==> config.mk <==
export PLATFORM = sky130hd
export DESIGN_NAME = ddr_request_ctrl
export DESIGN_NICKNAME = d
export VERILOG_FILES = /design/src/ddr_req_pkg.sv /design/src/read_tag_tracker.sv /design/src/read_return_router.sv /design/src/ddr_req_arbiter.sv /design/src/ddr_request_ctrl.sv
export SDC_FILE = /design/constraint.sdc
export NUM_CORES = 1
export LEC_CHECK = 0
export BUFFER_PORTS_ARGS = -buffer_cell sky130_fd_sc_hd__buf_2
export CORE_AREA = 2 2 295 297
export CTS_CLUSTER_DIAMETER = 150
export DETAILED_ROUTE_END_ITERATION = 8
export DIE_AREA = 0 0 297 299
export PLACE_DENSITY = 0.3
export SYNTH_ARGS = -nofsm -noshare
export SYNTH_HDL_FRONTEND = slang
export SYNTH_HIERARCHICAL = 1
export SYNTH_SLANG_ARGS = --single-unit
==> constraint.sdc <==
create_clock -name clk -period 6.5 [get_ports clk]
set_input_delay 1.95 -clock clk [delete_from_list [all_inputs] [get_ports clk]]
set_output_delay 1.95 -clock clk [all_outputs]
set_load 0.01 [all_outputs]
==> src/ddr_req_pkg.sv <==
package ddr_req_pkg;

    // ************************************************************
    // widths of the DDR2 FIFO interface
    // ************************************************************

    // address FIFO address field
    localparam int ADDR_W = 31;
    // write-data FIFO data and byte mask
    localparam int DATA_W = 128;
    localparam int MASK_W = 16;
    // each read command returns two 128-bit beats on the read-data FIFO
    localparam int BEATS_PER_READ = 2;

    // ************************************************************
    // opcodes and grant encodings
    // ************************************************************

    // address FIFO command field
    typedef enum logic [2:0] {
        CMD_WRITE = 3'd0,
        CMD_READ  = 3'd1
    } ddr_cmd_e;

    // which client owns the DDR FIFOs in the current cycle
    typedef enum logic [2:0] {
        ACC_NONE   = 3'd0,
        ACC_ICACHE = 3'd1,
        ACC_DCACHE = 3'd2,
        ACC_PIXEL  = 3'd3,
        ACC_FILLER = 3'd4
    } access_e;

    // ************************************************************
    // request bundles
    // ************************************************************

    // full read/write request, used by both caches and toward DDR
    typedef struct packed {
        ddr_cmd_e            cmd;
        logic [ADDR_W-1:0]   addr;
        logic                af_wr_en;
        logic [DATA_W-1:0]   wdf_data;
        logic [MASK_W-1:0]   wdf_mask;
        logic                wdf_wr_en;
    } ddr_req_t;

    // read-only request from the pixel feeder
    typedef struct packed {
        logic [ADDR_W-1:0]   addr;
        logic                af_wr_en;
    } rd_req_t;

    // write-only request from the color filler
    typedef struct packed {
        logic [ADDR_W-1:0]   addr;
        logic                af_wr_en;
        logic [DATA_W-1:0]   wdf_data;
        logic [MASK_W-1:0]   wdf_mask;
        logic                wdf_wr_en;
    } wr_req_t;

endpackage

==> src/read_tag_tracker.sv <==
`timescale 1ns/1ps

module read_tag_tracker #(
    parameter int TAG_W = 11
) (
    input  logic             clk,
    input  logic             rst,
    // read accepted by the address FIFO on behalf of this cache
    input  logic             i_capture,
    input  logic [TAG_W-1:0] i_issue_num,
    // number of the read whose beats are coming back now
    input  logic [TAG_W-1:0] i_return_num,
    input  logic             i_rdf_valid,
    output logic             o_owns_return
);
    import ddr_req_pkg::*;

    // enough bits to hold BEATS_PER_READ itself
    localparam int CNT_W = $clog2(BEATS_PER_READ + 1);

    logic [TAG_W-1:0] read_num;
    logic [CNT_W-1:0] beats_left;

    // read number of the outstanding request
    // only meaningful while beats_left is nonzero
    always_ff @(posedge clk) begin
        if (i_capture) begin
            read_num <= i_issue_num;
        end
    end

    // remaining beats of the outstanding read
    always_ff @(posedge clk) begin
        if (rst) begin
            beats_left <= '0;
        end else if (i_capture) begin
            beats_left <= CNT_W'(BEATS_PER_READ);
        end else if (o_owns_return && i_rdf_valid) begin
            beats_left <= beats_left - CNT_W'(1);
        end
    end

    // current return belongs to us
    assign o_owns_return = (beats_left != '0) && (read_num == i_return_num);

endmodule

==> src/read_return_router.sv <==
`timescale 1ns/1ps

module read_return_router #(
    parameter int TAG_W = 11
) (
    input  logic                 clk,
    input  logic                 rst,
    // grant and read acceptance from the arbiter
    input  ddr_req_pkg::access_e i_grant,
    input  logic                 i_read_issued,
    // read-data FIFO side
    input  logic                 i_rdf_valid,
    output logic                 o_rdf_rd_en,
    // client read enables
    input  logic                 i_icache_rdf_rd_en,
    input  logic                 i_dcache_rdf_rd_en,
    input  logic                 i_pixel_rdf_rd_en,
    // client read valids
    output logic                 o_icache_rdf_valid,
    output logic                 o_dcache_rdf_valid,
    output logic                 o_pixel_rdf_valid
);
    import ddr_req_pkg::*;

    // low bits of the beat counter select the beat within a read
    localparam int BEAT_W = $clog2(BEATS_PER_READ);

    logic [TAG_W-1:0]        issue_cnt;
    logic [TAG_W+BEAT_W-1:0] beat_cnt;
    logic [TAG_W-1:0]        return_num;
    logic                    icache_capture;
    logic                    dcache_capture;
    logic                    icache_owns;
    logic                    dcache_owns;

    // ************************************************************
    // read numbering
    // ************************************************************

    // every accepted read gets the next number, wraps freely
    always_ff @(posedge clk) begin
        if (rst) begin
            issue_cnt <= '0;
        end else if (i_read_issued) begin
            issue_cnt <= issue_cnt + TAG_W'(1);
        end
    end

    // every returned beat advances, BEATS_PER_READ beats per read
    always_ff @(posedge clk) begin
        if (rst) begin
            beat_cnt <= '0;
        end else if (i_rdf_valid) begin
            beat_cnt <= beat_cnt + (TAG_W + BEAT_W)'(1);
        end
    end

    // beat count divided by beats per read
    assign return_num = beat_cnt[TAG_W+BEAT_W-1:BEAT_W];

    assign icache_capture = i_read_issued && (i_grant == ACC_ICACHE);
    assign dcache_capture = i_read_issued && (i_grant == ACC_DCACHE);

    // one tracker per cache, pixel reads are untracked
    read_tag_tracker #(
        .TAG_W (TAG_W)
    ) u_icache_tag (
        .clk           (clk),
        .rst           (rst),
        .i_capture     (icache_capture),
        .i_issue_num   (issue_cnt),
        .i_return_num  (return_num),
        .i_rdf_valid   (i_rdf_valid),
        .o_owns_return (icache_owns)
    );

    read_tag_tracker #(
        .TAG_W (TAG_W)
    ) u_dcache_tag (
        .clk           (clk),
        .rst           (rst),
        .i_capture     (dcache_capture),
        .i_issue_num   (issue_cnt),
        .i_return_num  (return_num),
        .i_rdf_valid   (i_rdf_valid),
        .o_owns_return (dcache_owns)
    );

    // ************************************************************
    // return steering
    // ************************************************************

    // icache first, then dcache, everything else is pixel data
    assign o_rdf_rd_en = icache_owns ? i_icache_rdf_rd_en :
                         dcache_owns ? i_dcache_rdf_rd_en :
                                       i_pixel_rdf_rd_en;

    assign o_icache_rdf_valid = icache_owns && i_rdf_valid;
    assign o_dcache_rdf_valid = !icache_owns && dcache_owns && i_rdf_valid;
    assign o_pixel_rdf_valid  = !icache_owns && !dcache_owns && i_rdf_valid;

endmodule

==> src/ddr_req_arbiter.sv <==
`timescale 1ns/1ps

module ddr_req_arbiter (
    input  logic                  clk,
    input  logic                  rst,
    // DDR FIFO back-pressure
    input  logic                  i_af_full,
    input  logic                  i_wdf_full,
    // client requests
    input  ddr_req_pkg::ddr_req_t i_icache_req,
    input  ddr_req_pkg::ddr_req_t i_dcache_req,
    input  ddr_req_pkg::rd_req_t  i_pixel_req,
    input  ddr_req_pkg::wr_req_t  i_filler_req,
    // merged request toward DDR
    output ddr_req_pkg::ddr_req_t o_ddr,
    output ddr_req_pkg::access_e  o_grant,
    output logic                  o_read_issued,
    // per-client full flags
    output logic                  o_icache_full,
    output logic                  o_dcache_full,
    output logic                  o_pixel_full,
    output logic                  o_filler_full
);
    import ddr_req_pkg::*;

    logic     fifo_ready;
    logic     filler_reserved;
    logic     icache_wants;
    logic     dcache_wants;
    logic     pixel_wants;
    logic     filler_wants;
    ddr_req_t sel_req;

    // both FIFOs must have room, cmd and data are written together
    assign fifo_ready = !i_af_full && !i_wdf_full;

    assign icache_wants = i_icache_req.af_wr_en || i_icache_req.wdf_wr_en;
    assign dcache_wants = i_dcache_req.af_wr_en || i_dcache_req.wdf_wr_en;
    assign pixel_wants  = i_pixel_req.af_wr_en;
    assign filler_wants = i_filler_req.af_wr_en || i_filler_req.wdf_wr_en;

    // ************************************************************
    // filler reservation
    // ************************************************************

    // set after the first data beat of a burst, cleared after the second
    // keeps higher priority clients from splitting a filler burst
    always_ff @(posedge clk) begin
        if (rst) begin
            filler_reserved <= 1'b0;
        end else if ((o_grant == ACC_FILLER) && i_filler_req.wdf_wr_en && fifo_ready) begin
            filler_reserved <= !filler_reserved;
        end
    end

    // ************************************************************
    // priority grant and request mux
    // ************************************************************

    always_comb begin
        // idle: icache fields pass through with strobes low
        o_grant           = ACC_NONE;
        sel_req           = i_icache_req;
        sel_req.af_wr_en  = 1'b0;
        sel_req.wdf_wr_en = 1'b0;

        if (icache_wants && !filler_reserved) begin
            o_grant = ACC_ICACHE;
            sel_req = i_icache_req;
        end else if (dcache_wants && !filler_reserved) begin
            o_grant = ACC_DCACHE;
            sel_req = i_dcache_req;
        end else if (pixel_wants && !filler_reserved) begin
            o_grant = ACC_PIXEL;
            // read-only path, no data is written
            sel_req.cmd       = CMD_READ;
            sel_req.addr      = i_pixel_req.addr;
            sel_req.af_wr_en  = i_pixel_req.af_wr_en;
            sel_req.wdf_data  = '0;
            sel_req.wdf_mask  = '1;
            sel_req.wdf_wr_en = 1'b0;
        end else if (filler_wants) begin
            o_grant = ACC_FILLER;
            // write-only path
            sel_req.cmd       = CMD_WRITE;
            sel_req.addr      = i_filler_req.addr;
            sel_req.af_wr_en  = i_filler_req.af_wr_en;
            sel_req.wdf_data  = i_filler_req.wdf_data;
            sel_req.wdf_mask  = i_filler_req.wdf_mask;
            sel_req.wdf_wr_en = i_filler_req.wdf_wr_en;
        end
    end

    // strobes only pass when both FIFOs can take them
    always_comb begin
        o_ddr           = sel_req;
        o_ddr.af_wr_en  = sel_req.af_wr_en && fifo_ready;
        o_ddr.wdf_wr_en = sel_req.wdf_wr_en && fifo_ready;
    end

    // read command actually accepted by the address FIFO
    assign o_read_issued = o_ddr.af_wr_en && (o_ddr.cmd == CMD_READ);

    // ************************************************************
    // full flags
    // ************************************************************

    // a client sees room only when granted and both FIFOs have space
    assign o_icache_full = !((o_grant == ACC_ICACHE) && fifo_ready);
    assign o_dcache_full = !((o_grant == ACC_DCACHE) && fifo_ready);
    assign o_pixel_full  = !((o_grant == ACC_PIXEL) && fifo_ready);
    assign o_filler_full = !((o_grant == ACC_FILLER) && fifo_ready);

endmodule

==> src/ddr_request_ctrl.sv <==
`timescale 1ns/1ps

module ddr_request_ctrl #(
    parameter int TAG_W = 11
) (
    input  logic                  clk,
    input  logic                  rst,
    // DDR FIFO status
    input  logic                  i_af_full,
    input  logic                  i_wdf_full,
    input  logic                  i_rdf_valid,
    // DDR FIFO controls
    output ddr_req_pkg::ddr_req_t o_ddr,
    output logic                  o_rdf_rd_en,
    // client requests
    input  ddr_req_pkg::ddr_req_t i_icache_req,
    input  ddr_req_pkg::ddr_req_t i_dcache_req,
    input  ddr_req_pkg::rd_req_t  i_pixel_req,
    input  ddr_req_pkg::wr_req_t  i_filler_req,
    // client read enables
    input  logic                  i_icache_rdf_rd_en,
    input  logic                  i_dcache_rdf_rd_en,
    input  logic                  i_pixel_rdf_rd_en,
    // client full flags
    output logic                  o_icache_full,
    output logic                  o_dcache_full,
    output logic                  o_pixel_full,
    output logic                  o_filler_full,
    // client read valids
    output logic                  o_icache_rdf_valid,
    output logic                  o_dcache_rdf_valid,
    output logic                  o_pixel_rdf_valid
);
    import ddr_req_pkg::*;

    access_e grant;
    logic    read_issued;

    // request side, combinational priority mux
    ddr_req_arbiter u_arbiter (
        .clk           (clk),
        .rst           (rst),
        .i_af_full     (i_af_full),
        .i_wdf_full    (i_wdf_full),
        .i_icache_req  (i_icache_req),
        .i_dcache_req  (i_dcache_req),
        .i_pixel_req   (i_pixel_req),
        .i_filler_req  (i_filler_req),
        .o_ddr         (o_ddr),
        .o_grant       (grant),
        .o_read_issued (read_issued),
        .o_icache_full (o_icache_full),
        .o_dcache_full (o_dcache_full),
        .o_pixel_full  (o_pixel_full),
        .o_filler_full (o_filler_full)
    );

    // return side, steers read data by read number
    read_return_router #(
        .TAG_W (TAG_W)
    ) u_router (
        .clk                (clk),
        .rst                (rst),
        .i_grant            (grant),
        .i_read_issued      (read_issued),
        .i_rdf_valid        (i_rdf_valid),
        .o_rdf_rd_en        (o_rdf_rd_en),
        .i_icache_rdf_rd_en (i_icache_rdf_rd_en),
        .i_dcache_rdf_rd_en (i_dcache_rdf_rd_en),
        .i_pixel_rdf_rd_en  (i_pixel_rdf_rd_en),
        .o_icache_rdf_valid (o_icache_rdf_valid),
        .o_dcache_rdf_valid (o_dcache_rdf_valid),
        .o_pixel_rdf_valid  (o_pixel_rdf_valid)
    );

endmodule

==> flow_metrics.py <==
metrics = {
    "critical_path": {
        "worstPathRequired_ns": 4.55,
        "path_class": "primary input to output pin",
        "crit_end": "o_ddr[52]",
        "r2r_end": "u_router/issue_cnt[10]",
        "cp_max_fo": 53,
        "rrSetupSlack_ns": 2.86,
        "startpoint_type": "primary input",
        "worstReg2RegStart": "u_arbiter/filler_reserved",
        "arrival_ns": 4.20,
        "crit_path_end_kind": "output pin",
        "crit_start": "i_icache_req[0]",
        "reg2regPathDepth": 7,
    },
    "clock_network": {
        "cts.repair.resized": 0,
        "clk_pin_slew_ns": 0.07,
        "cts_tree": "yes",
        "hold_buffers": 0,
        "post_cts_buffers": 0,
        "root_buffer": "clkbuf_16",
        "clockBufferDepth": 2,
        "htreeDepth": 2,
        "clkSinkCount": 50,
        "cts_buffers": 5,
        "clock_latency_ns": 0.29,
    },
    "pwr": {
        "p_seq_share_pct": 24.8,
        "p_switching_uw": 523,
        "total_leakage_power_nw": 5.77,
        "pwr_density_cell_mw_per_mm2": 122,
        "internal_power_uw": 814,
        "power.clock.fraction_pct": 22.5,
        "p_total_mw": 1.34,
        "ir_drop_mv": 0.0885,
        "combPwrFrac_pct": 52.7,
        "swShare_pct": 39.1,
    },
    "sta": {
        "fin_crit_sh_pct": 94.6,
        "fin_setup_tns_ns": 0,
        "fmax_ghz": 0.163,
        "period_minus_slack_ns": 6.15,
        "whs_ns": 0.487,
        "hold_violations": 0,
        "finalClockSkew_ns": 0.00402,
        "tightest_slew_ns": 0.947,
        "setup_viol": 0,
        "maxSlewViolCount": 0,
        "timing.slew.headroom_pct": 36.9,
        "rsz0062_at_grt": "false",
    },
    "grt": {
        "first_global_vias": 9470,
        "use_met3_pct": 8.90,
        "grt_first_pass_wirelength_um": 88700,
        "groute.layer.met1.usage_pct": 16.7,
        "grt_antenna_before_repair": 94,
        "gr-usage-met2_pct": 23.9,
        "grt-ovfl-total": 0,
        "grt_use_total_pct": 14.7,
        "busiest_layer": "met2",
        "grt_max_degree": 54,
    },
    "synth": {
        "avgSynthCellArea_um2": 7.82,
        "syn-cell-area_mm2": 0.00551,
        "synthFlopType": "dfxtp_1",
        "yosys.area_share.simple_pct": 11.3,
        "synth-xor-area-share_pct": 5.08,
        "synth.distinct_cells": 53,
        "synth-edff-count": 22,
        "yosys_warnings": 6,
        "synthAdderAreaFrac_pct": 0.908,
        "netlist_instances": 705,
        "muxShareOfSynthArea_pct": 1.11,
        "synthTopCellsByArea": "a222oi_1 (23%), edfxtp_1 (12%), dfxtp_1 (10%), inv_1 (9.8%), a22oi_1 (7.4%)",
        "synth_top_family_by_area": "compound AO/OA/AOI/OAI gates",
        "ys_async_sr_fraction_pct": 0,
        "synth-seq-cells": 50,
        "synth_compound_area_share_pct": 42.2,
        "synth_top_area_share_pct": 23.2,
        "yosysSeqAreaShare_pct": 22.2,
        "yosys.area.top_type": "a222oi_1",
        "syn_nets": 1286,
    },
    "die": {
        "core_area_mm2": 0.0859,
        "die_area_mm2": 0.0888,
        "die_h_um": 299,
        "ios": 765,
        "initial_utilization_pct": 6.41,
        "fp.dieW_um": 297,
        "fp-row-count": 108,
    },
    "layout": {
        "drive_gt1_share_pct": 57.6,
        "seq_area_mm2": 0.00122,
        "mostFrequentLayoutCell": "buf_2",
        "area_growth_pct": 99.2,
        "multi_input_area_mm2": 0.00339,
        "nets": 2020,
        "n_fill_cell": 10200,
        "final_cell_mix": "buf_2 (764), inv_1 (144), a222oi_1 (128)",
    },
    "drt": {
        "route.antenna.remaining_nets": 0,
        "detail_route.first_pass.iterations": 9,
        "vias": 9749,
        "drc": 0,
        "wl_per_cell_um": 26.6,
        "drtIter0Drc": 1389,
        "totalWireLength_um": 69600,
        "viasPerCell": 3.73,
    },
    "run_status": {
        "status": "finished clean",
    },
    "placement": {
        "portBuffers": 764,
        "place.gp.congestion": 0.996,
        "hpwl_um": 62400,
    },
    "flow_run": {
        "drv_cap": 0,
    },
    "min_path": {
        "hold_class": "flip-flop to flip-flop",
    },
}
worst max-delay path: stages:
cell and delay [ns]:
buf_2 0.14, or3_1 0.48, a2bb2oi_4 0.22, buf_12 0.20, a222oi_1 0.82, inv_1 0.15, buf_2 0.19
synthesized netlist by cell type (6+ instances only):
library cell / number
inv_1: 144
dfxtp_1: 28
buf_1: 6
buf_6: 11
or4_1: 7
nor4_1: 7
edfxtp_1: 22
a22o_1: 10
nand4_1: 10
a21oi_1: 14
o22ai_1: 16
o21ai_0: 28
xor2_1: 28
clkbuf_1: 19
a222oi_1: 128
a22oi_1: 54
o21ai_1: 11
nor2_1: 53
buf_2: 31
o31ai_1: 7
nand2_1: 10
power groups by stage:
stage	clock network [mW]	logic (mW)	registers [mW]
finish	0.301	0.705	0.331
global route	0.323	0.758	0.331
CTS	0.315	0.716	0.331
detailed placement	0	0.713	0.338
global placement	0	0.714	0.338
floorplan	0	0.266	0.337
through the flow:
step / instances / worst slack (ns) / utilization (%) / instance area (um^2)
after floorplan: 705 / 1.26 / - / 5510
after global placement: 2587 / 0.212 / 12.5 / 10800
after detailed placement: 2587 / 0.222 / 12.5 / 10800
after CTS: 2595 / 0.219 / 12.7 / 10900
after global routing: 2599 / 0.101 / 12.7 / 10900
final: 2617 / 0.350 / 12.8 / 11000
registers in the layout, summed over array words and instances (netlist names):
name / count
u_router/u_icache_tag/read_num: 11
u_router/u_dcache_tag/read_num: 11
u_router/issue_cnt: 11
u_router/beat_cnt: 12
u_router/u_icache_tag/beats_left: 2
u_router/u_dcache_tag/beats_left: 2
u_arbiter/filler_reserved: 1
layout make-up:
type / count / area share [%]
Antenna cell: 22 / 0.501
Tap cell: 1155 / 13.2
Timing Repair Buffer: 798 / 37.8
Sequential cell: 50 / 11.1
Inverter: 145 / 5.00
Multi-Input combinational cell: 439 / 30.8
Clock inverter: 3 / 0.399
Clock buffer: 5 / 1.14
cells by family after synthesis:
family          after synthesis
fa+ha+maj                     4
buf+inv                     216
compound gates              281
simple gates                116
mux                           6
xor+xnor                     32
flops                        50
metal layers:
metal / share of wire, % / wire length, um
met1: 37 / 25900
met2: 46 / 32000
met3: 15 / 10100
met4: 1.7 / 1170
met5: 0.68 / 474
worst min path at each step:
stage	cells past startpoint	startpoint	slack (ns)	endpoint
after CTS	0	u_router/issue_cnt[10]	0.49	u_router/u_dcache_tag/read_num[10]
after global placement	0	u_router/issue_cnt[10]	0.47	u_router/u_dcache_tag/read_num[10]
after floorplan	0	u_router/issue_cnt[10]	0.44	u_router/u_dcache_tag/read_num[10]
after global routing	0	u_router/issue_cnt[10]	0.51	u_router/u_dcache_tag/read_num[10]
after detailed placement	0	u_router/issue_cnt[10]	0.47	u_router/u_dcache_tag/read_num[10]
final	0	u_router/issue_cnt[10]	0.49	u_router/u_dcache_tag/read_num[10]
(Power assumes the default switching activity.)
